**src/common/capture_pkg.sv**
```systemverilog
package capture_pkg;

    // ========================================================================
    // Stream and memory sizes
    // ========================================================================
    localparam int DATA_BYTES     = 8;
    localparam int DATA_WIDTH     = 64;
    localparam int META_WIDTH     = 32;

    // Ingress FIFO depth, also the sender's initial credit count
    localparam int INGRESS_DEPTH  = 16;
    localparam int FIFO_PTR_WIDTH = $clog2(INGRESS_DEPTH);

    localparam int MEM_WORDS      = 256;
    localparam int MEM_ADDR_WIDTH = 8;
    localparam int RD_ADDR_WIDTH  = 9;

    // ========================================================================
    // Read port address map
    // ========================================================================
    localparam logic [RD_ADDR_WIDTH-1:0] REG_MEM_SIZE   = 9'd0;
    localparam logic [RD_ADDR_WIDTH-1:0] REG_META_WIDTH = 9'd1;
    localparam logic [RD_ADDR_WIDTH-1:0] REG_PKT_COUNT  = 9'd2;
    localparam logic [RD_ADDR_WIDTH-1:0] REG_WORDS_USED = 9'd3;
    localparam logic [RD_ADDR_WIDTH-1:0] REG_DROP_COUNT = 9'd4;
    localparam logic [RD_ADDR_WIDTH-1:0] MEM_BASE       = 9'd256;

    // Writer FSM encodings
    localparam logic [2:0] WR_IDLE    = 3'd0;
    localparam logic [2:0] WR_CAPTURE = 3'd1;
    localparam logic [2:0] WR_HEADER  = 3'd2;
    localparam logic [2:0] WR_DISCARD = 3'd3;
    localparam logic [2:0] WR_FULL    = 3'd4;

    // ========================================================================
    // Capture memory word
    // ========================================================================
    // Header word sits at the packet base, payload follows it
    typedef struct packed {
        logic [15:0]           reserved;
        logic [META_WIDTH-1:0] meta;
        logic [15:0]           byte_len;
    } capture_hdr_t;

    // Byte 0 is the first byte of the word on the stream
    typedef union packed {
        capture_hdr_t                hdr;
        logic [DATA_BYTES-1:0][7:0] bytes;
    } capture_word_u;

endpackage
```
**src/common/capture_ifs.sv**
```systemverilog


interface capture_mem_if;
    import capture_pkg::*;

    logic                      wr_en;
    logic [MEM_ADDR_WIDTH-1:0] wr_addr;
    capture_word_u             wr_word;
    logic                      rd_en;
    logic [MEM_ADDR_WIDTH-1:0] rd_addr;
    capture_word_u             rd_word;

    modport writer (output wr_en, wr_addr, wr_word);
    modport reader (output rd_en, rd_addr, input rd_word);
    modport ram    (input wr_en, wr_addr, wr_word, rd_en, rd_addr, output rd_word);
endinterface

```
**src/design/capture_readout.sv**
```systemverilog
module capture_readout (
    input  logic                                 clk,
    input  logic                                 reset,
    input  logic                                 rd_req,
    input  logic [capture_pkg::RD_ADDR_WIDTH-1:0] rd_addr,
    output logic                                 rd_valid,
    output logic [capture_pkg::DATA_WIDTH-1:0]    rd_data,
    capture_mem_if.reader                        mem,
    input  logic [15:0]                          pkt_count,
    input  logic [8:0]                           words_used,
    input  logic [15:0]                          drop_count
);
    import capture_pkg::*;

    logic                  is_mem;
    logic [DATA_WIDTH-1:0] reg_value;
    logic                  req_q;
    logic                  is_mem_q;
    logic [DATA_WIDTH-1:0] reg_q;

    // ========================================================================
    // Address decode, stage one
    // ========================================================================
    assign is_mem      = (rd_addr >= MEM_BASE);
    assign mem.rd_en   = rd_req && is_mem;
    assign mem.rd_addr = rd_addr[MEM_ADDR_WIDTH-1:0];

    // Unmapped addresses read as zero
    always_comb
    begin
        case (rd_addr)
            REG_MEM_SIZE:   reg_value = 64'(MEM_WORDS);
            REG_META_WIDTH: reg_value = 64'(META_WIDTH);
            REG_PKT_COUNT:  reg_value = {48'd0, pkt_count};
            REG_WORDS_USED: reg_value = {55'd0, words_used};
            REG_DROP_COUNT: reg_value = {48'd0, drop_count};
            default:        reg_value = '0;
        endcase
    end

    always_ff @(posedge clk)
    begin
        is_mem_q <= is_mem;
        reg_q    <= reg_value;
        // Stage two, RAM word arrives alongside the held register value
        rd_data  <= is_mem_q ? mem.rd_word : reg_q;
    end

    // Valid pipeline, two cycles behind the request
    always_ff @(posedge clk)
    begin
        if (reset)
        begin
            req_q    <= 1'b0;
            rd_valid <= 1'b0;
        end
        else
        begin
            req_q    <= rd_req;
            rd_valid <= req_q;
        end
    end

endmodule

```
**src/flat_wrapper.sv**
```systemverilog
// flat-port wrapper written by rule: the top's interface ports become plain ports
module capture_readout_flat import capture_pkg::*;
  (clk, reset, rd_req, rd_addr, rd_valid, rd_data, pkt_count, words_used, drop_count, mem_rd_en, mem_rd_addr, mem_rd_word);
  capture_mem_if mem_i ();
  input  logic clk;
  input  logic reset;
  input  logic rd_req;
  input  logic [capture_pkg::RD_ADDR_WIDTH-1:0] rd_addr;
  output logic rd_valid;
  output logic [capture_pkg::DATA_WIDTH-1:0] rd_data;
  input  logic [15:0] pkt_count;
  input  logic [8:0] words_used;
  input  logic [15:0] drop_count;
  output wire logic [$bits(mem_i.rd_en)-1:0] mem_rd_en;
  output wire logic [$bits(mem_i.rd_addr)-1:0] mem_rd_addr;
  input wire logic [$bits(mem_i.rd_word)-1:0] mem_rd_word;
  assign mem_rd_en = mem_i.rd_en;
  assign mem_rd_addr = mem_i.rd_addr;
  assign mem_i.rd_word = mem_rd_word;
  capture_readout u_core (.clk(clk), .reset(reset), .rd_req(rd_req), .rd_addr(rd_addr), .rd_valid(rd_valid), .rd_data(rd_data), .mem(mem_i), .pkt_count(pkt_count), .words_used(words_used), .drop_count(drop_count));
endmodule
```
**config.mk**
```make
export PLATFORM = sky130hd
export DESIGN_NAME = capture_readout_flat
export DESIGN_NICKNAME = d
export VERILOG_FILES = /design/src/common/capture_pkg.sv /design/src/common/capture_ifs.sv /design/src/design/capture_readout.sv /design/src/flat_wrapper.sv
export SDC_FILE = /design/constraint.sdc
export NUM_CORES = 1
export LEC_CHECK = 0
export ABC_AREA = 1
export BUFFER_PORTS_ARGS = -buffer_cell sky130_fd_sc_hd__clkbuf_2
export CAP_MARGIN = 20
export CORE_MARGIN = 2
export CORE_UTILIZATION = 41
export DETAILED_ROUTE_END_ITERATION = 8
export GPL_ROUTABILITY_DRIVEN = 1
export GPL_TIMING_DRIVEN = 1
export PLACE_DENSITY = 0.84
export SYNTH_ARGS = -nofsm -noshare
export SYNTH_HDL_FRONTEND = slang
export SYNTH_SLANG_ARGS = --single-unit
```
**constraint.sdc**
```tcl
create_clock -name clk -period 1.21 [get_ports clk]
set_input_delay 0.0605 -clock clk [delete_from_list [all_inputs] [get_ports clk]]
set_output_delay 0.0605 -clock clk [all_outputs]
set_load 0.005 [all_outputs]
```
==> results of run 1 <==
registers in the layout, summed over array words and instances (netlist names):
| name | flops |
|---|---|
| u_core.rd_data | 64 |
| u_core.rd_valid | 1 |
| u_core.is_mem_q | 1 |
| u_core.reg_q | 16 |
| u_core.req_q | 1 |
metal layers:
layer / vias to the layer above / global-route usage, % / wire (um) / part of all wire, %
met4: 0 / 17.3 / 490 / 4.9
met2: 169 / 53.0 / 5450 / 55
met1: 1408 / 23.0 / 3390 / 34
met5: - / 0 / 0 / 0
li1: 1480 / - / - / -
met3: 47 / 6.48 / 622 / 6.3
area by class of cell:
class	count	share of cell area [%]
multi-input combinational	145	15.4
clock inverter	5	0.612
sequential	83	33.9
timing repair buffer	294	40.6
antenna	1	0.0510
tap	77	1.96
clock buffer	10	2.81
inverter	60	4.59
worst max-delay path by stage:
stage / start / to / slack, ps / depth (start not counted)
finish: rd_addr[8] / u_core.reg_q[14] / 50 / 6
global route: rd_addr[8] / u_core.reg_q[14] / 4 / 6
CTS: rd_addr[8] / u_core.reg_q[5] / 30 / 9
detailed placement: rd_addr[2] / u_core.reg_q[5] / 160 / 8
global placement: rd_addr[2] / u_core.reg_q[5] / 200 / 8
floorplan: u_core.is_mem_q / u_core.rd_data[10] / 160 / 3
through the flow:
step / util, % / cell area (um2) / hold WS [ps] / std cells
after floorplan: - / 2770 / 132 / 308
after global placement: 57.9 / 3740 / 236 / 560
after detailed placement: 57.9 / 3740 / 243 / 560
after CTS: 75.8 / 4900 / 8.43 / 674
after global routing: 75.9 / 4900 / 33.9 / 674
final: 75.9 / 4900 / 15.1 / 675
repair_timing:
action / in CTS / in global routing
resized for setup: 0 / 1
hold buffers: 99 / 0
endpoints found under the setup margin: 0 / 6
endpoints found under the hold margin: 81 / 0
worst max-delay path, delay by kind of cell:
family	cells	cell delay, ps
buffers and inverters	2	700
AND/OR/NAND/NOR	4	690
power by group:
part | leakage (nW) | internal [W] | switching (W)
Combinational | 2.04 | 0.000498 | 0.000328
Clock | 0.0839 | 0.000779 | 0.000946
Sequential | 0.687 | 0.00285 | 0.0000382
Total | 2.81 | 0.00413 | 0.00131
logic make-up after synthesis:
family	count (synthesis)	share of synthesized area [%]
AND/OR/NAND/NOR	129	20.6
flip-flops	83	60.0
buffers and inverters	80	12.9
multiplexers	16	6.50
cell usage in the layout (no fill, tap or decap), types with 2 or more instances in the layout:
cell	n
mux2_2	16
clkinvlp_4	2
buf_4	4
inv_2	2
inv_1	58
clkbuf_2	190
nor2_1	6
dfxtp_1	82
dlygate4sd3_1	99
nor2_4	5
nand3_1	40
clkbuf_8	10
nand2_1	76
clkinv_2	3
synth_stat cells:
cell type  count
dfxtp_1       83
nand2_1       76
inv_1         58
nand3_1       40
mux2_2        16
buf_4         13
buf_2          6
nor2_1         6
nor2_4         4
inv_2          2
and2_1         1
clkbuf_1       1
nand2_2        1
nor2_2         1
==> results.json, run 1 <==
{
  "hold_viol": 0,
  "htreeDepth": 3,
  "antenna_left": 0,
  "hold_end": "u_core.reg_q[4]",
  "worst_slew_pin_slew_ps": 382,
  "cts_setup_buffers": 0,
  "wl_per_cell_um": 14.7,
  "grt_pass1_wl_um": 15000,
  "rows": 29,
  "vias": 3104,
  "grt_pass1_vias": 3299,
  "cts_made_buffers": 9,
  "synth_area_leaders": "dfxtp_1 60%, nand2_1 10%, inv_1 7.9%, nand3_1 7.2%, mux2_2 6.5%",
  "final.setup.tns_ps": 0,
  "grt_use_total_pct": 26.6,
  "grt_max_degree": 43,
  "synth_warnings": 0,
  "start_util_pct": 42.9,
  "via_per_inst": 4.60,
  "die_area_um2": 7430,
  "slew_headroom_pct": 74.5,
  "multi_input_area_um2": 757,
  "ys_types": 14,
  "cp_max_fo": 9,
  "ios": 191,
  "hpwl_um": 5350,
  "layout-drive-gt1-share_pct": 39.4,
  "power.density_nw_per_um2": 1110,
  "grt.overflow.total": 0,
  "port_buffers": 190,
  "r2r-start": "u_core.is_mem_q",
  "synth_area_um2": 2770,
  "crit_path_frequent_cell": "nand2_1",
  "min_path_cells": 3,
  "setup_viol": 0,
  "max_stage_delay_ps": 550,
  "worstSetupPathType": "in2reg",
  "clk_path_buf_depth": 2,
  "fin_ws_ps": 49.9,
  "cts-root-buf": "clkbuf_8",
  "fillers": 425,
  "r2r-end": "u_core.rd_data[55]",
  "period_needed_ps": 1160,
  "drc": 0,
  "cp-end-kind": "flop",
  "drtIter0Drc": 85,
  "die_x_um": 86.2,
  "final_max_slew_viol_count": 0,
  "status": "finished clean",
  "rrSetupSlack_ps": 120,
  "cts_sinks": 83,
  "cts_tree": "yes",
  "synth_top_cell_area_share_pct": 60.0,
  "clk_pin_slew_ps": 80,
  "synth-seq-cells": 83,
  "synth_nets": 425,
  "drt_wl_total_um": 9950,
  "regArea_um2": 1660,
  "synth_largest_area_cell": "dfxtp_1",
  "drtPass1Iterations": 5,
  "setup.worst_path.start_class": "input port",
  "synth_area_per_cell_um2": 8.99,
  "antenna_found_initial": 0,
  "slowest_stage": "dlygate4sd3_1",
  "gp_congestion": 0.872,
  "fin_crit_sh_pct": 95.9,
  "areaGrowthSynthToFinish_pct": 77.0,
  "p_leak_nw": 2.81,
  "layout.nets": 710,
  "maxCapViolCount": 0,
  "worstPathRequired_ps": 1490,
  "die_h_um": 86.2,
  "path_cells": "dlygate4sd3_1, clkbuf_2, nor2_4, and2_1, nand2_1, nand2_1",
  "place_ws_ps": 156,
  "seq_area_frac_synth_pct": 60.0,
  "rsz0062_at_grt": "false",
  "min_from": "words_used[4]",
  "min_path_type": "in2reg",
  "power_w": 0.00544,
  "clock_latency_ps": 340,
  "synthCells": 308,
  "fmax_mhz": 862,
  "core-area_um2": 6460,
  "clock_skew_ps": 9.58,
  "worstPathArrival_ps": 1440,
  "reg2regPathDepth": 4,
  "ir_drop_mv": 0.620
}
(Power assumes the default switching activity.)
==> run 2, diff against run 1 <==
Settings changed: GPL_TIMING_DRIVEN 1 to 0.
==> run 2 against run 1 <==
Design area increased by 3.7%. Sequential power about the same. Sequential share of layout area down 1.2 points. Critical endpoint is now u_core.reg_q[2]. Largest cell class unchanged. Largest power group unchanged.
==> results.json, run 2 (synthesis results as in run 1) <==
{
  "placed_cell_area_um2": 3820,
  "die_h_um": 86.2,
  "fillers": 392,
  "rrSetupSlack_ps": 70,
  "grtUsageMet3_pct": 4.86,
  "final_max_slew_viol_count": 0,
  "drt_wl_total_um": 10000,
  "status": "finished clean",
  "clock_skew_ps": 10.6,
  "worst_slew_pin_slew_ps": 239,
  "maxCapViolCount": 0,
  "hold_viol": 0,
  "die_x_um": 86.2,
  "whs_ps": 16.1,
  "rows": 29,
  "grt_max_degree": 15,
  "core-area_um2": 6460,
  "final_area_um2": 5080,
  "most-common-layout-cells": "190 x clkbuf_2, 97 x dlygate4sd3_1, 83 x dfxtp_1, 75 x nand2_1, 58 x inv_1",
  "cts_tree": "yes",
  "grt_pass1_vias": 3202,
  "via_per_inst": 4.53,
  "power_w": 0.00588,
  "areaGrowthSynthToFinish_pct": 83.6,
  "htreeDepth": 3,
  "drtPass1Iterations": 6,
  "drtIter0Drc": 89,
  "grt.overflow.total": 0,
  "worstPathRequired_ps": 1420,
  "cts_sinks": 83,
  "cts_made_buffers": 9,
  "setup.worst_path.start_class": "input port",
  "grt_pass1_wl_um": 15000,
  "clk_pin_slew_ps": 80,
  "clk_path_buf_depth": 2,
  "layout-drive-gt1-share_pct": 41.5,
  "ir_drop_mv": 0.682,
  "top_regs": "u_core.rd_data x64, u_core.reg_q x16",
  "final.setup.tns_ps": 0,
  "cts-root-buf": "clkbuf_8",
  "p_leak_nw": 2.93,
  "grt_use_total_pct": 26.4,
  "antenna_found_initial": 1,
  "cp-end-kind": "flop",
  "clock_latency_ps": 330,
  "multi_input_area_um2": 769,
  "worstPathArrival_ps": 1400,
  "largest_register_ffs": 64,
  "met1_usage_pct": 24.4,
  "fin_crit_sh_pct": 98.0,
  "drc": 0,
  "min_from": "drop_count[4]",
  "period_needed_ps": 1190,
  "met2_usage_pct": 53.8,
  "fmax_mhz": 843,
  "die_area_um2": 7430,
  "start_util_pct": 42.9,
  "antenna_left": 0,
  "ios": 191,
  "regArea_um2": 1660,
  "wl_per_cell_um": 14.4,
  "layout.nets": 727,
  "r2r-start": "u_core.is_mem_q",
  "cp_max_fo": 1,
  "gp_congestion": 0.814,
  "hpwl_um": 5330,
  "vias": 3144,
  "power.density_nw_per_um2": 1160,
  "startpoint": "words_used[2]",
  "grt_busiest_layer": "met2",
  "largest-register": "u_core.rd_data",
  "place_ws_ps": 43.5,
  "min_path_type": "in2reg",
  "port_buffers": 190,
  "setup_viol": 0,
  "layout_commonest_cell": "clkbuf_2",
  "slew_headroom_pct": 84.0,
  "fin_ws_ps": 24.4,
  "worstSetupPathType": "in2reg"
}
run 2: path summary, 6_finish.rpt:
| check | end | depth (start not counted) |
|---|---|---|
| setup / recovery | u_core.reg_q[2] | 5 |
| hold / removal | u_core.reg_q[4] | 3 |
| setup reg to reg | u_core.rd_data[39] | 5 |
| hold reg to reg | u_core.rd_valid | 2 |
run 2: timing repair:
| action | in CTS | in global routing |
|---|---|---|
| gates resized for setup | 0 | 13 |
| setup buffers | 0 | 3 |
| setup endpoints to repair | 0 | 50 |
| hold buffers | 98 | 0 |
| hold endpoints to repair | 81 | 0 |
run 2: per-stage QoR:
step	instances	util [%]
after CTS	689	77.7
after global routing	693	78.7
after detailed placement	575	59.1
after global placement	575	59.1
after floorplan	308	-
final	694	78.7
run 2: cell type report:
| type | instances | share of cell area, % |
|---|---|---|
| Inverter | 60 | 4.43 |
| Timing Repair Buffer | 291 | 38.5 |
| Clock inverter | 6 | 1.77 |
| Tap cell | 77 | 1.89 |
| Buffer | 20 | 3.00 |
| Clock buffer | 10 | 2.51 |
| Multi-Input combinational cell | 145 | 15.1 |
| Sequential cell | 83 | 32.7 |
| Antenna cell | 2 | 0.0984 |
run 2: routing by layer:
metal,part of all wire [%],vias up,routed length [um]
met3,5.9,28,596
li1,-,1514,-
met2,57,167,5710
met4,3.4,0,340
met1,34,1435,3380
met5,0,-,0
run 2: critical path, stage by stage:
cell and delay (ps):
dlygate4sd3_1 530, clkbuf_2 110, nand3_1 70, nand3_1 70, dlygate4sd3_1 560
run 2: power breakdown:
part / internal [W] / switching [W] / total (W)
Sequential: 0.00285 / 0.0000367 / 0.00289
Clock: 0.00117 / 0.000968 / 0.00214
Combinational: 0.000516 / 0.000339 / 0.000855
Total: 0.00453 / 0.00134 / 0.00588
==> run 3, diff against run 2 <==
Settings changed: HOLD_SLACK_MARGIN set to 0.1.
==> run 3 against run 2 <==
Flip-flop and latch count did not move. Maximum frequency fell by 0.56%. Wire length rose by 1.4%. Worst hold slack improved by 37 ps. Global-route usage rose by 0.38 points. Clock-buffer cell count did not move. First-iteration DRC count rose by 25%. Via count rose by 1.7%.
==> results.json, run 3 (synthesis results as in run 1) <==
{
  "top_regs": "u_core.rd_data x64, u_core.reg_q x16",
  "start_util_pct": 42.9,
  "antenna_left": 0,
  "core-area_um2": 6460,
  "clk_path_buf_depth": 2,
  "period_needed_ps": 1190,
  "fin_crit_sh_pct": 98.5,
  "worstPathRequired_ps": 1420,
  "die_h_um": 86.2,
  "antenna_found_initial": 1,
  "cp_max_fo": 1,
  "grt_pass1_vias": 3227,
  "htreeDepth": 3,
  "grt.overflow.total": 0,
  "clock_latency_ps": 330,
  "grt_pass1_wl_um": 15200,
  "hpwl_um": 5330,
  "fmax_mhz": 839,
  "largest-register": "u_core.rd_data",
  "gp_congestion": 0.814,
  "areaGrowthSynthToFinish_pct": 85.5,
  "grt_max_degree": 15,
  "worstPathArrival_ps": 1400,
  "whs_ps": 52.9,
  "cts_tree": "yes",
  "min_path_type": "in2reg",
  "rows": 29,
  "final_max_slew_viol_count": 0,
  "worstSetupPathType": "in2reg",
  "p_leak_nw": 2.94,
  "most-common-layout-cells": "190 x clkbuf_2, 104 x dlygate4sd3_1, 83 x dfxtp_1, 75 x nand2_1, 58 x inv_1",
  "layout_commonest_cell": "clkbuf_2",
  "largest_register_ffs": 64,
  "drt_wl_total_um": 10200,
  "grt_use_total_pct": 26.7,
  "drtIter0Drc": 111,
  "drtPass1Iterations": 8,
  "clk_pin_slew_ps": 80,
  "ir_drop_mv": 0.680,
  "slew_headroom_pct": 83.2,
  "wl_per_cell_um": 14.5,
  "worst_slew_pin_slew_ps": 251,
  "port_buffers": 190,
  "maxCapViolCount": 0,
  "vias": 3199,
  "layout-drive-gt1-share_pct": 41.1,
  "cts_sinks": 83,
  "hold_viol": 0,
  "fin_util_pct": 79.6,
  "via_per_inst": 4.57,
  "stdcell_count": 700,
  "ios": 191,
  "setup_viol": 0,
  "die_area_um2": 7430,
  "placedCellCount": 575,
  "die_x_um": 86.2,
  "power.density_nw_per_um2": 1150,
  "drc": 0,
  "layout.nets": 733,
  "power_w": 0.00589,
  "setup.worst_path.start_class": "input port",
  "status": "finished clean",
  "cp-end-kind": "flop",
  "clock_skew_ps": 9.86,
  "cts-root-buf": "clkbuf_8",
  "cts_made_buffers": 9
}
[run 3: changes by cell type in the layout (fill, tap and decap cells not counted), sizes merged]
cell / delta
buf: +1
dlygate4sd3: +7
clkbuf: -1
dlymetal6s4s: -1
[run 3: layout make-up]
| class | count | area, um2 |
|---|---|---|
| diodes | 2 | 5.00 |
| multi-input cells | 145 | 769 |
| well taps | 77 | 96.3 |
| inverters | 60 | 225 |
| plain buffers | 20 | 150 |
| clock buffers | 10 | 128 |
| clock inverters | 6 | 90.1 |
| fillers | 384 | 1320 |
| repair buffers | 297 | 2010 |
| flip-flops and latches | 83 | 1660 |
[run 3: power by group]
group          internal (W)  switching (W)
Combinational      0.000528       0.000343
Sequential          0.00285      0.0000367
Clock               0.00117       0.000964
[run 3: path summary, 6_finish.rpt]
path,start,endpoint,slack [ps],cells past startpoint
setup reg to reg,u_core.is_mem_q,u_core.rd_data[14],70,3
hold / removal,drop_count[8],u_core.reg_q[8],50,5
setup / recovery,words_used[2],u_core.reg_q[2],20,5
hold reg to reg,u_core.req_q,u_core.rd_valid,410,2
[run 3: repair_timing]
action                                  4_1_cts  5_1_grt
hold buffers                                105        0
endpoints found under the setup margin        0       51
endpoints found under the hold margin        83        0
setup buffers                                 0        3
resized for setup                             0       11
[run 3: layer usage]
| layer | vias to the layer above | track usage, % | routed length [um] |
|---|---|---|---|
| met2 | 184 | 54.4 | 5740 |
| met5 | - | 0 | 0 |
| met3 | 31 | 5.14 | 659 |
| li1 | 1526 | - | - |
| met4 | 0 | 13.1 | 357 |
| met1 | 1458 | 24.8 | 3400 |
[run 3: worst max-delay path: stages]
cell and delay [ps]:
dlygate4sd3_1 540, clkbuf_2 110, nand3_1 70, nand3_1 70, dlygate4sd3_1 560
[run 3: per-stage QoR]
stage | area, um2 | TNS, ps | setup slack [ps]
floorplan | 2770 | 0 | 165
global placement | 3820 | 0 | 38.4
detailed placement | 3820 | 0 | 43.5
CTS | 5090 | 0 | 15.9
global route | 5140 | -13.1 | -5.44
finish | 5140 | 0 | 17.7
