File: src/common/capture_pkg.sv
package capture_pkg;

    // ========================================================================
    // Stream and memory sizes
    // ========================================================================
    localparam int DATA_BYTES     = 8;
    localparam int DATA_WIDTH     = 64;
    localparam int META_WIDTH     = 32;

    // Ingress FIFO depth, also the sender's initial credit count
    localparam int INGRESS_DEPTH  = 16;
    localparam int FIFO_PTR_WIDTH = $clog2(INGRESS_DEPTH);

    localparam int MEM_WORDS      = 256;
    localparam int MEM_ADDR_WIDTH = 8;
    localparam int RD_ADDR_WIDTH  = 9;

    // ========================================================================
    // Read port address map
    // ========================================================================
    localparam logic [RD_ADDR_WIDTH-1:0] REG_MEM_SIZE   = 9'd0;
    localparam logic [RD_ADDR_WIDTH-1:0] REG_META_WIDTH = 9'd1;
    localparam logic [RD_ADDR_WIDTH-1:0] REG_PKT_COUNT  = 9'd2;
    localparam logic [RD_ADDR_WIDTH-1:0] REG_WORDS_USED = 9'd3;
    localparam logic [RD_ADDR_WIDTH-1:0] REG_DROP_COUNT = 9'd4;
    localparam logic [RD_ADDR_WIDTH-1:0] MEM_BASE       = 9'd256;

    // Writer FSM encodings
    localparam logic [2:0] WR_IDLE    = 3'd0;
    localparam logic [2:0] WR_CAPTURE = 3'd1;
    localparam logic [2:0] WR_HEADER  = 3'd2;
    localparam logic [2:0] WR_DISCARD = 3'd3;
    localparam logic [2:0] WR_FULL    = 3'd4;

    // ========================================================================
    // Capture memory word
    // ========================================================================
    // Header word sits at the packet base, payload follows it
    typedef struct packed {
        logic [15:0]           reserved;
        logic [META_WIDTH-1:0] meta;
        logic [15:0]           byte_len;
    } capture_hdr_t;

    // Byte 0 is the first byte of the word on the stream
    typedef union packed {
        capture_hdr_t                hdr;
        logic [DATA_BYTES-1:0][7:0] bytes;
    } capture_word_u;

endpackage
File: src/common/capture_ifs.sv
interface ingress_word_if;
    import capture_pkg::*;

    logic                  word_valid;
    logic                  word_pop;
    logic [DATA_WIDTH-1:0] word_data;
    logic                  word_eop;
    logic [2:0]            word_mty;
    logic [META_WIDTH-1:0] word_meta;

    // Head word leaves the FIFO at the edge where word_pop is high
    modport ingress (output word_valid, word_data, word_eop, word_mty, word_meta,
                     input word_pop);
    modport writer  (input word_valid, word_data, word_eop, word_mty, word_meta,
                     output word_pop);
endinterface

interface capture_mem_if;
    import capture_pkg::*;

    logic                      wr_en;
    logic [MEM_ADDR_WIDTH-1:0] wr_addr;
    capture_word_u             wr_word;
    logic                      rd_en;
    logic [MEM_ADDR_WIDTH-1:0] rd_addr;
    capture_word_u             rd_word;

    modport writer (output wr_en, wr_addr, wr_word);
    modport reader (output rd_en, rd_addr, input rd_word);
    modport ram    (input wr_en, wr_addr, wr_word, rd_en, rd_addr, output rd_word);
endinterface

File: src/capture/capture_writer.sv
module capture_writer (
    input  logic          clk,
    input  logic          reset,
    input  logic          en,
    ingress_word_if.writer word,
    capture_mem_if.writer  mem,
    output logic [15:0]   pkt_count,
    output logic [8:0]    words_used,
    output logic [15:0]   drop_count
);
    import capture_pkg::*;

    logic [2:0]            state;
    logic [8:0]            base_ptr;
    logic [8:0]            wr_ptr;
    logic [2:0]            last_mty;
    logic [META_WIDTH-1:0] last_meta;
    logic                  take;
    logic                  capturing;
    logic                  fits;
    logic [8:0]            pay_words;
    capture_word_u         hdr_word;

    // Every valid word is consumed except in the header cycle
    assign word.word_pop = word.word_valid && (state != WR_HEADER);
    assign take          = word.word_pop;

    // en only matters at the first word of a packet
    assign capturing = (state == WR_CAPTURE) || ((state == WR_IDLE) && en);

    // Next payload address still inside memory
    assign fits      = (wr_ptr < 9'(MEM_WORDS));
    assign pay_words = wr_ptr - base_ptr - 9'd1;

    assign words_used = base_ptr;

    // ========================================================================
    // Header assembly
    // ========================================================================
    always_comb
    begin
        hdr_word.hdr.reserved = '0;
        hdr_word.hdr.meta     = last_meta;
        hdr_word.hdr.byte_len = {4'd0, pay_words, 3'd0} - {13'd0, last_mty};
    end

    // Payload in its pop cycle, header one cycle after the last pop
    always_comb
    begin
        mem.wr_en   = 1'b0;
        mem.wr_addr = wr_ptr[MEM_ADDR_WIDTH-1:0];
        mem.wr_word = word.word_data;
        if (state == WR_HEADER)
        begin
            mem.wr_en   = 1'b1;
            mem.wr_addr = base_ptr[MEM_ADDR_WIDTH-1:0];
            mem.wr_word = hdr_word;
        end
        else if (take && capturing && fits)
        begin
            mem.wr_en = 1'b1;
        end
    end

    // Last word fields, kept for the header
    always_ff @(posedge clk)
    begin
        if (take && word.word_eop)
        begin
            last_mty  <= word.word_mty;
            last_meta <= word.word_meta;
        end
    end

    // ========================================================================
    // FSM and counters
    // ========================================================================
    always_ff @(posedge clk)
    begin
        if (reset)
        begin
            state      <= WR_IDLE;
            base_ptr   <= '0;
            wr_ptr     <= 9'd1;
            pkt_count  <= '0;
            drop_count <= '0;
        end
        else
        begin
            case (state)
                WR_IDLE, WR_CAPTURE:
                begin
                    if (take)
                    begin
                        if (!capturing)
                        begin
                            // Disabled packet, drained but not counted
                            state <= word.word_eop ? WR_IDLE : WR_DISCARD;
                        end
                        else if (!fits)
                        begin
                            // Overflow, roll back and stay full until reset
                            wr_ptr <= base_ptr + 9'd1;
                            state  <= WR_FULL;
                            if (word.word_eop)
                                drop_count <= drop_count + 16'd1;
                        end
                        else
                        begin
                            wr_ptr <= wr_ptr + 9'd1;
                            state  <= word.word_eop ? WR_HEADER : WR_CAPTURE;
                        end
                    end
                end
                WR_HEADER:
                begin
                    pkt_count <= pkt_count + 16'd1;
                    base_ptr  <= wr_ptr;
                    wr_ptr    <= wr_ptr + 9'd1;
                    state     <= WR_IDLE;
                end
                WR_DISCARD:
                begin
                    if (take && word.word_eop)
                        state <= WR_IDLE;
                end
                WR_FULL:
                begin
                    // Every packet end counts as a drop
                    if (take && word.word_eop)
                        drop_count <= drop_count + 16'd1;
                end
                default:
                begin
                    state <= WR_IDLE;
                end
            endcase
        end
    end

endmodule

File: src/flat_wrapper.sv
// flat-port wrapper written by rule: the top's interface ports become plain ports
module capture_writer_flat import capture_pkg::*;
  (clk, reset, en, pkt_count, words_used, drop_count, word_word_valid, word_word_data, word_word_eop, word_word_mty, word_word_meta, word_word_pop, mem_wr_en, mem_wr_addr, mem_wr_word);
  ingress_word_if word_i ();
  capture_mem_if mem_i ();
  input  logic clk;
  input  logic reset;
  input  logic en;
  output logic [15:0] pkt_count;
  output logic [8:0] words_used;
  output logic [15:0] drop_count;
  input wire logic [$bits(word_i.word_valid)-1:0] word_word_valid;
  input wire logic [$bits(word_i.word_data)-1:0] word_word_data;
  input wire logic [$bits(word_i.word_eop)-1:0] word_word_eop;
  input wire logic [$bits(word_i.word_mty)-1:0] word_word_mty;
  input wire logic [$bits(word_i.word_meta)-1:0] word_word_meta;
  output wire logic [$bits(word_i.word_pop)-1:0] word_word_pop;
  output wire logic [$bits(mem_i.wr_en)-1:0] mem_wr_en;
  output wire logic [$bits(mem_i.wr_addr)-1:0] mem_wr_addr;
  output wire logic [$bits(mem_i.wr_word)-1:0] mem_wr_word;
  assign word_i.word_valid = word_word_valid;
  assign word_i.word_data = word_word_data;
  assign word_i.word_eop = word_word_eop;
  assign word_i.word_mty = word_word_mty;
  assign word_i.word_meta = word_word_meta;
  assign word_word_pop = word_i.word_pop;
  assign mem_wr_en = mem_i.wr_en;
  assign mem_wr_addr = mem_i.wr_addr;
  assign mem_wr_word = mem_i.wr_word;
  capture_writer u_core (.clk(clk), .reset(reset), .en(en), .word(word_i), .mem(mem_i), .pkt_count(pkt_count), .words_used(words_used), .drop_count(drop_count));
endmodule
File: config.mk
export PLATFORM = sky130hd
export DESIGN_NAME = capture_writer_flat
export DESIGN_NICKNAME = d
export VERILOG_FILES = /design/src/common/capture_pkg.sv /design/src/common/capture_ifs.sv /design/src/capture/capture_writer.sv /design/src/flat_wrapper.sv
export SDC_FILE = /design/constraint.sdc
export NUM_CORES = 1
export LEC_CHECK = 0
export BUFFER_PORTS_ARGS = -buffer_cell sky130_fd_sc_hd__buf_2
export CORE_UTILIZATION = 40
export CTS_BUF_LIST = sky130_fd_sc_hd__clkbuf_16
export CTS_CLUSTER_DIAMETER = 120
export CTS_CLUSTER_SIZE = 16
export DETAILED_ROUTE_END_ITERATION = 10
export GPL_TIMING_DRIVEN = 0
export HOLD_SLACK_MARGIN = 0.1
export MAX_ROUTING_LAYER = met4
export PLACE_DENSITY = 0.82
export SYNTH_ARGS = -nofsm -noshare
export SYNTH_HDL_FRONTEND = slang
export SYNTH_SLANG_ARGS = --single-unit
File: constraint.sdc
create_clock -name clk -period 6.48 [get_ports clk]
set_input_delay 1.296 -clock clk [delete_from_list [all_inputs] [get_ports clk]]
set_output_delay 1.296 -clock clk [all_outputs]
set_load 0.005 [all_outputs]
==> impl_metrics.env, run 1 <==
export IMPL_syn_to_final_growth_pct=31.6
export IMPL_synth_seq_area_share_pct=42.9
export IMPL_grt_first_pass_wirelength_um=22400
export IMPL_wire_per_inst_um=14.5
export IMPL_io_pins=219
export IMPL_irDropWorstVdd_v=0.000157
export IMPL_antenna_found_initial=0
export IMPL_crit_fanout=9
export IMPL_grt_pass1_vias=4517
export IMPL_slew_headroom_pct=36.0
export IMPL_period_minus_slack_ns=4.77
export IMPL_cts_tree="yes"
export IMPL_crit_path_start_kind="register"
export IMPL_vias=5069
export IMPL_arrival_ns=3.47
export IMPL_synth_top_family_by_area="simple AND/OR/NAND/NOR gates"
export IMPL_clk_latency_ns=0.34
export IMPL_layout_commonest_cell="buf_2"
export IMPL_synth_compound_gate_area_share_pct=12.1
export IMPL_track_usage_pct=22.8
export IMPL_cts_made_buffers=9
export IMPL_synth_xor_area_share_pct=7.12
export IMPL_rsz0062_at_grt="no"
export IMPL_swShare_pct=27.6
export IMPL_p_switching_uw=367
export IMPL_gp_congestion=0.909
export IMPL_synth_area_um2=4920
export IMPL_pwr_share_comb_pct=17.8
export IMPL_leakagePower_uw=0.00294
export IMPL_clockRootBuffer="clkbuf_16"
export IMPL_synthAdderAreaFrac_pct=3.71
export IMPL_holdBufCountCts=0
export IMPL_synth_cell_type_count=50
export IMPL_powerDensity_nw_per_um2=205
export IMPL_grt_overflow_total=0
export IMPL_clkPwrFrac_pct=37.1
export IMPL_async_reset_ff_share_pct=0
export IMPL_p_seq_share_pct=45.1
export IMPL_die_area_um2=12700
export IMPL_antenna_left=0
export IMPL_p_int_uw=963
export IMPL_layout_drive_gt1_share_pct=29.0
export IMPL_synth_edff_count=35
export IMPL_status="finished, final reports clean"
export IMPL_viasPerCell=5.09
export IMPL_portBuffers=217
export IMPL_cts_max_level=3
export IMPL_grt_max_degree=36
export IMPL_final_cell_mix="218 x buf_2, 172 x nand2_1, 53 x dfxtp_1"
export IMPL_cts_clk_slew_worst_paths_ns=0.07
export IMPL_drc=0
export IMPL_postSynthRegisterBits=88
export IMPL_max_cap_violations=0
export IMPL_antennaDiodeCount=0
export IMPL_cts_resized=0
export IMPL_dr_pass1_iters=4
export IMPL_final_period_utilization_pct=73.6
export IMPL_cts_setup_buffers=0
export IMPL_drtIter0Drc=321
export IMPL_num_rows=40
export IMPL_synth_area_mux_share_pct=0.636
export IMPL_max_freq_ghz=0.210
export IMPL_clockBufferDepth=2
export IMPL_initial_utilization_pct=41.0
export IMPL_crit_required_ns=5.18
export IMPL_slew_violations=0
export IMPL_hold_class="register to register"
export IMPL_yosys_area_share_simple_pct=29.5
export IMPL_chipWidth_um=113
export IMPL_fin_setup_tns_ns=0
export IMPL_ys_flop_type="dfxtp_1"
export IMPL_yosysWarnings=0
export IMPL_nets=962
export IMPL_syn_nets=734
export IMPL_total_power_uw=1330
export IMPL_syn_avg_cell_area_um2=7.99
export IMPL_hold_viol=0
export IMPL_coreArea_um2=12000
export IMPL_dp_hpwl_um=11000
export IMPL_die_y_um=113
export IMPL_syn_inst=616
export IMPL_end_kind="output port"
export IMPL_tightestPinTransition_ns=0.957
export IMPL_routed_wl_um=14500
export IMPL_worstSetupPathType="register to output port"
export IMPL_setup_viol=0
export IMPL_cts_sinks=88
export IMPL_skew_ns=0.0142
[critical path, cell delays in order, from the launching register on]
cell,delay (ns)
dfxtp_1,0.52
inv_1,0.10
ha_1,0.25
fa_1,0.43
a211oi_2,0.38
o21ai_0,0.18
xor2_1,0.21
a211oi_1,0.42
nand3_1,0.33
nand2_1,0.18
buf_2,0.13
[synthesized netlist by cell type, drive strengths merged, types with 3 or more instances]
cell type / number / share of area (%)
a21oi: 34 / 3.5
o21ai: 40 / 4.1
ha: 13 / 3.3
and3: 4 / 0.51
buf: 9 / 1.0
nor2: 48 / 3.7
a211oi: 7 / 1.2
dfxtp: 53 / 22
o22ai: 5 / 0.64
o211ai: 3 / 0.46
xor2: 19 / 3.4
nand2: 172 / 13
nand4: 11 / 1.4
nor3: 16 / 1.6
nor4: 4 / 0.81
nand3: 17 / 1.8
or3: 10 / 1.3
and2: 21 / 2.7
edfxtp: 35 / 21
nor3b: 6 / 1.0
inv: 18 / 1.4
clkbuf: 22 / 1.7
nor2b: 4 / 0.51
xnor2: 21 / 3.7
[worst paths after layout]
kind,endpoint,cells past startpoint,slack (ns),from
min,u_core.drop_count[1],2,0.49,u_core.drop_count[1]
max,mem_wr_word[15],10,1.71,u_core.words_used[0]
min reg2reg,u_core.drop_count[1],2,0.49,u_core.drop_count[1]
max reg2reg,u_core.last_mty[1],5,3.87,u_core.state[0]
[sequential cells by signal, indices dropped and copies added (netlist names)]
name and cells:
u_core.last_meta 32, u_core.drop_count 16, u_core.pkt_count 16, u_core.words_used 9, u_core.wr_ptr 9, u_core.last_mty 3, u_core.state 3
[kinds of logic after synthesis]
kind of cell               count (synthesis)
and+or+nand+nor                          320
AOI/OAI and AO/OA                        102
buffers and inverters                     49
adders and majority gates                 14
muxes                                      3
DFF                                       88
xor gates and xnor gates                  40
[power by group through the flow]
stage	logic (µW)	clock network, µW	registers [µW]
after floorplan	138	0	610
after global placement	232	0	612
after detailed placement	237	0	612
after CTS	238	503	600
after global routing	263	524	601
final	237	493	600
[per-stage QoR]
| step | std cells | area (µm²) | util, % | setup slack (ns) | hold WS, ns |
|---|---|---|---|---|---|
| floorplan | 616 | 4920 | - | 2.73 | 0.474 |
| detailed placement | 980 | 6200 | 51.6 | 2.10 | 0.479 |
| global route | 996 | 6480 | 53.9 | 1.55 | 0.521 |
| CTS | 996 | 6480 | 53.9 | 1.72 | 0.490 |
| finish | 996 | 6480 | 53.9 | 1.71 | 0.487 |
| global placement | 980 | 6190 | 51.5 | 2.11 | 0.469 |
[cell type report]
| cell class | instances | area, µm² |
|---|---|---|
| timing repair buffer | 217 | 1090 |
| buffer | 31 | 134 |
| clock inverter | 7 | 53.8 |
| clock buffer | 9 | 225 |
| inverter | 18 | 67.6 |
| tap | 147 | 184 |
| fill | 1158 | 5530 |
| multi-input combinational | 479 | 2620 |
| sequential | 88 | 2110 |
[metal layers]
layer / global-route usage (%) / wire length, µm / up-vias
met5: - / 0 / -
li1: - / - / 2551
met1: 29.8 / 6460 / 2326
met2: 37.2 / 6910 / 181
met3: 4.87 / 970 / 11
met4: 3.16 / 107 / 0
(Power assumes the default switching activity.)
==> inputs of run 2 (changes only) <==
- PLACE_DENSITY: 0.82 -> 0.84
- clock period: 6.48 -> 3.95 ns (I/O delays scaled with it)
==> run 2 against run 1 <==
Effect of this change:
- clock skew shrank 0.0064 ns
- final cell count grew 0.10%
- first-iteration DRC count grew 1.9%
- count of clock-buffer cells in the layout is the same
- sequential power grew 64%
- via count grew 2.1%
- die area is the same
- combinational power grew 69%
- clock power grew 72%
- power grew 68%
- critical path type unchanged
- largest cell class unchanged
- highest routed layer unchanged
==> impl_metrics.env, run 2 (synthesis gave the netlist of run 1 again) <==
export IMPL_max_cap_violations=0
export IMPL_crit_path_start_kind="register"
export IMPL_cts_tree="yes"
export IMPL_vias=5176
export IMPL_skew_ns=0.00775
export IMPL_fill_cells=1137
export IMPL_nets=963
export IMPL_routed_wl_um=14400
export IMPL_final_period_utilization_pct=97.9
export IMPL_finalWorstSetupSlack_ns=0.0843
export IMPL_cts_made_buffers=9
export IMPL_drtIter0Drc=327
export IMPL_dr_wl_met3_um=994
export IMPL_arrival_ns=3.08
export IMPL_grt_pass1_vias=4529
export IMPL_syn_to_final_growth_pct=32.8
export IMPL_hold_class="register to register"
export IMPL_die_y_um=113
export IMPL_dp_slack_ns=0.0177
export IMPL_cts_sinks=88
export IMPL_viasPerCell=5.19
export IMPL_leakagePower_uw=0.00296
export IMPL_clockRootBuffer="clkbuf_16"
export IMPL_track_usage_pct=22.4
export IMPL_final_cell_mix="218 x buf_2, 172 x nand2_1, 52 x dfxtp_1"
export IMPL_antennaDiodeCount=0
export IMPL_num_rows=40
export IMPL_chipWidth_um=113
export IMPL_cts_max_level=3
export IMPL_wire_per_inst_um=14.4
export IMPL_coreArea_um2=12000
export IMPL_largest_register_ffs=32
export IMPL_top_regs="u_core.last_meta (32), u_core.drop_count (16), u_core.pkt_count (16)"
export IMPL_end_kind="output port"
export IMPL_max_freq_ghz=0.259
export IMPL_grt_max_degree=36
export IMPL_top_register="u_core.last_meta"
export IMPL_hold_viol=0
export IMPL_rsz0062_at_grt="yes"
export IMPL_worstSetupPathType="register to output port"
export IMPL_layout_commonest_cell="buf_2"
export IMPL_total_power_uw=2230
export IMPL_grt_overflow_total=0
export IMPL_grt_first_pass_wirelength_um=21900
export IMPL_crit_fanout=9
export IMPL_tightestPinTransition_ns=0.931
export IMPL_io_pins=219
export IMPL_die_area_um2=12700
export IMPL_top_layer="met4"
export IMPL_drc=0
export IMPL_status="finished, final reports clean"
export IMPL_setup_viol=0
export IMPL_antenna_left=0
export IMPL_layout_drive_gt1_share_pct=29.6
export IMPL_dp_hpwl_um=10900
export IMPL_portBuffers=217
export IMPL_clockBufferDepth=2
export IMPL_cts_clk_slew_worst_paths_ns=0.07
export IMPL_period_minus_slack_ns=3.87
export IMPL_slew_headroom_pct=37.8
export IMPL_dr_pass1_iters=5
export IMPL_clk_latency_ns=0.33
export IMPL_antenna_found_initial=0
export IMPL_crit_required_ns=3.16
export IMPL_irDropWorstVdd_v=0.000221
export IMPL_dr_wl_met2_um=6960
export IMPL_initial_utilization_pct=41.0
export IMPL_gp_congestion=0.900
export IMPL_m1WireLength_um=6230
export IMPL_powerDensity_nw_per_um2=342
export IMPL_holdBufCountCts=0
export IMPL_slew_violations=0
run 2: where the power goes:
group / switching (µW) / internal, µW / total [µW]
clock: 356 / 492 / 848
combinational: 218 / 184 / 401
sequential: 15.0 / 970 / 985
run 2: worst max-delay path, cell delays in order (launching register included):
cell and delay [ns]:
dfxtp_2 0.42, inv_1 0.08, ha_1 0.24, fa_1 0.45, a211oi_4 0.35, o21ai_0 0.18
xor2_1 0.22, a211oi_2 0.29, nand3_2 0.24, nand2_1 0.15, buf_2 0.12
run 2: repair_timing:
item	CTS	global route
setup endpoints to repair	6	4
gates resized for setup	6	0
gates cloned	0	0
setup buffers	0	1
pin swaps	0	4
run 2: per-layer routing:
| layer | vias to the layer above | global-route usage (%) |
|---|---|---|
| met5 | - | - |
| met4 | 0 | 5.79 |
| met3 | 17 | 3.70 |
| met2 | 205 | 37.4 |
| met1 | 2400 | 28.2 |
| li1 | 2554 | - |
run 2: worst paths after layout:
path	slack, ns	endpoint	cells past startpoint	startpoint
worst max register to register	1.43	u_core.last_mty[0]	5	u_core.state[0]
worst min register to register	0.49	u_core.drop_count[1]	2	u_core.drop_count[1]
worst min-delay path	0.49	u_core.drop_count[1]	2	u_core.drop_count[1]
worst max-delay path	0.08	mem_wr_word[14]	10	u_core.words_used[0]
run 2: cell type report:
class                           count  area (µm²)  area share [%]
Buffer                             31         134            2.05
Clock buffer                        9         225            3.45
Clock inverter                      7        70.1            1.07
Inverter                           18        67.6            1.03
Multi-Input combinational cell    479        2650            40.5
Sequential cell                    88        2110            32.3
Tap cell                          147         184            2.82
Timing Repair Buffer              218        1090            16.7
run 2: stage by stage:
step / TNS (ns) / instances / instance area [µm²] / util (%) / hold WS [ns]
finish: 0 / 997 / 6530 / 54.4 / 0.493
global placement: 0 / 980 / 6190 / 51.5 / 0.472
floorplan: 0 / 616 / 4920 / - / 0.474
global route: -0.00531 / 997 / 6530 / 54.4 / 0.527
CTS: 0 / 996 / 6530 / 54.3 / 0.494
detailed placement: 0 / 980 / 6200 / 51.6 / 0.484
==> inputs of run 3 (changes only) <==
- CORE_UTILIZATION: 40 -> 43
- PLACE_DENSITY: 0.84 -> 0.89
==> run 3 against run 2 <==
Effect of this change:
- non-clock buffer count decreased by 1
- global-route usage rose by 0.56 points
- clock skew is essentially flat
- critical path type unchanged
- design area is 0.15% higher
- power is 1.7% higher
- via count shrank 0.62%
- largest power group unchanged
- hold slack improved by 0.0072 ns
- core utilization rose by 5.2 points
==> impl_metrics.env, run 3 (synthesis gave the netlist of run 1 again) <==
export IMPL_wire_per_inst_um=14.2
export IMPL_fin_util_pct=59.6
export IMPL_coreArea_um2=11000
export IMPL_setup_viol=0
export IMPL_top_register="u_core.last_meta"
export IMPL_crit_path_max_incr_delay_ns=0.45
export IMPL_period_minus_slack_ns=3.80
export IMPL_final_cell_mix="218 x buf_2, 172 x nand2_1, 52 x dfxtp_1"
export IMPL_antenna_left=0
export IMPL_clockBufferDepth=2
export IMPL_crit_buf_inv=2
export IMPL_die_area_um2=11900
export IMPL_drc=0
export IMPL_regToRegSetupSlack_ns=1.35
export IMPL_skew_ns=0.00822
export IMPL_postPlaceCellArea_um2=6190
export IMPL_total_power_uw=2270
export IMPL_crit_required_ns=3.16
export IMPL_largest_register_ffs=32
export IMPL_gp_congestion=0.918
export IMPL_hold_class="register to register"
export IMPL_finalWorstSetupSlack_ns=0.152
export IMPL_tightestPinTransition_ns=0.907
export IMPL_grt_max_degree=36
export IMPL_r2r_cells=5
export IMPL_crit_fanout=9
export IMPL_nets=962
export IMPL_cts_sinks=88
export IMPL_crit_path_start_kind="register"
export IMPL_dr_pass1_iters=5
export IMPL_final_period_utilization_pct=96.1
export IMPL_dp_hpwl_um=10600
export IMPL_cp_top_family="adder cells"
export IMPL_initial_utilization_pct=44.8
export IMPL_end_kind="output port"
export IMPL_slew_violations=0
export IMPL_num_rows=38
export IMPL_cts_max_level=3
export IMPL_viasPerCell=5.20
export IMPL_whs_endpoint="u_core.drop_count[1]"
export IMPL_stdcell_area_um2=6540
export IMPL_routed_wl_um=14000
export IMPL_clk_latency_ns=0.33
export IMPL_drtIter0Drc=382
export IMPL_arrival_ns=3.01
export IMPL_vias=5144
export IMPL_powerDensity_nw_per_um2=347
export IMPL_max_freq_ghz=0.263
export IMPL_antennaDiodeCount=0
export IMPL_cts_tree="yes"
export IMPL_dp_slack_ns=0.236
export IMPL_hp_start="u_core.drop_count[1]"
export IMPL_leakagePower_uw=0.00296
export IMPL_grt_first_pass_wirelength_um=20400
export IMPL_layout_drive_gt1_share_pct=29.7
export IMPL_io_pins=219
export IMPL_track_usage_pct=22.9
export IMPL_cts_made_buffers=9
export IMPL_top_regs="u_core.last_meta (32), u_core.drop_count (16), u_core.pkt_count (16)"
export IMPL_chipWidth_um=109
export IMPL_clockRootBuffer="clkbuf_16"
export IMPL_grt_overflow_total=0
export IMPL_layout_commonest_cell="buf_2"
export IMPL_timing_rr_end="u_core.last_meta[1]"
export IMPL_portBuffers=217
export IMPL_status="finished, final reports clean"
export IMPL_max_cap_violations=0
export IMPL_antenna_found_initial=0
export IMPL_grt_pass1_vias=4264
export IMPL_min_path_cells=2
export IMPL_hold_viol=0
export IMPL_cp_cell_sequence="inv_1 > ha_1 > fa_1 > a211oi_4 > o21ai_0 > xor2_1 > nor4_2 > xnor2_1 > mux2_2 > buf_2"
export IMPL_cp_slowest_cell="fa_1"
export IMPL_worstSetupPathType="register to output port"
export IMPL_irDropWorstVdd_v=0.000276
export IMPL_fill_cells=958
export IMPL_syn_to_final_growth_pct=33.0
export IMPL_slew_headroom_pct=39.4
export IMPL_fin_hold_ws_ns=0.500
export IMPL_die_y_um=109
export IMPL_regToRegStartpoint="u_core.state[1]"
export IMPL_cts_clk_slew_worst_paths_ns=0.07
run 3: layer usage:
layer / up-vias / wire length, µm / global-route usage, %
met1: 2356 / 6110 / 30.5
li1: 2545 / - / -
met4: 0 / 167 / 6.47
met3: 19 / 1080 / 4.30
met5: - / 0 / -
met2: 224 / 6680 / 35.5
run 3: worst max-delay path by stage:
stage	depth (start not counted)	slack (ns)	to	startpoint
detailed placement	10	0.24	mem_wr_word[15]	u_core.words_used[0]
floorplan	9	0.71	mem_wr_word[10]	u_core.words_used[0]
finish	10	0.15	mem_wr_word[10]	u_core.words_used[0]
global route	9	-0.03	mem_wr_word[10]	u_core.words_used[4]
CTS	10	0.04	mem_wr_word[10]	u_core.words_used[2]
global placement	5	0.12	u_core.last_mty[2]	u_core.state[1]
run 3: cell type report:
class                           count  area [µm²]  share of cell area [%]
Sequential cell                    88        2120                    32.3
Buffer                             30         130                    1.99
Multi-Input combinational cell    479        2650                    40.4
Clock inverter                      6        65.1                   0.994
Clock buffer                       10         250                    3.82
Inverter                           18        67.6                    1.03
Timing Repair Buffer              218        1090                    16.7
Tap cell                          140         175                    2.68
run 3: metrics by stage:
stage / std cells / TNS (ns)
after floorplan: 616 / 0
after global placement: 973 / 0
after detailed placement: 973 / 0
after CTS: 989 / 0
after global routing: 989 / -0.0296
final: 989 / 0
run 3: power breakdown:
group | internal (µW) | total (µW) | switching [µW] | leakage [µW]
Combinational | 184 | 401 | 217 | 0.00205
Sequential | 969 | 986 | 16.3 | 0.000756
Clock | 530 | 886 | 355 | 0.000156
Total | 1680 | 2270 | 588 | 0.00296
run 3: what timing repair did:
action | in CTS | in global routing
hold buffers | 0 | 0
pin swaps | 0 | 4
gates resized for setup | 2 | 5
setup endpoints to repair | 6 | 7
buffers inserted | 0 | 1
run 3: worst reg2reg max path: cells and delay by family (launching register included):
family,cells,cell delay [ns]
simple gates,2,0.80
buf+inv,3,1.18
flops,1,0.31
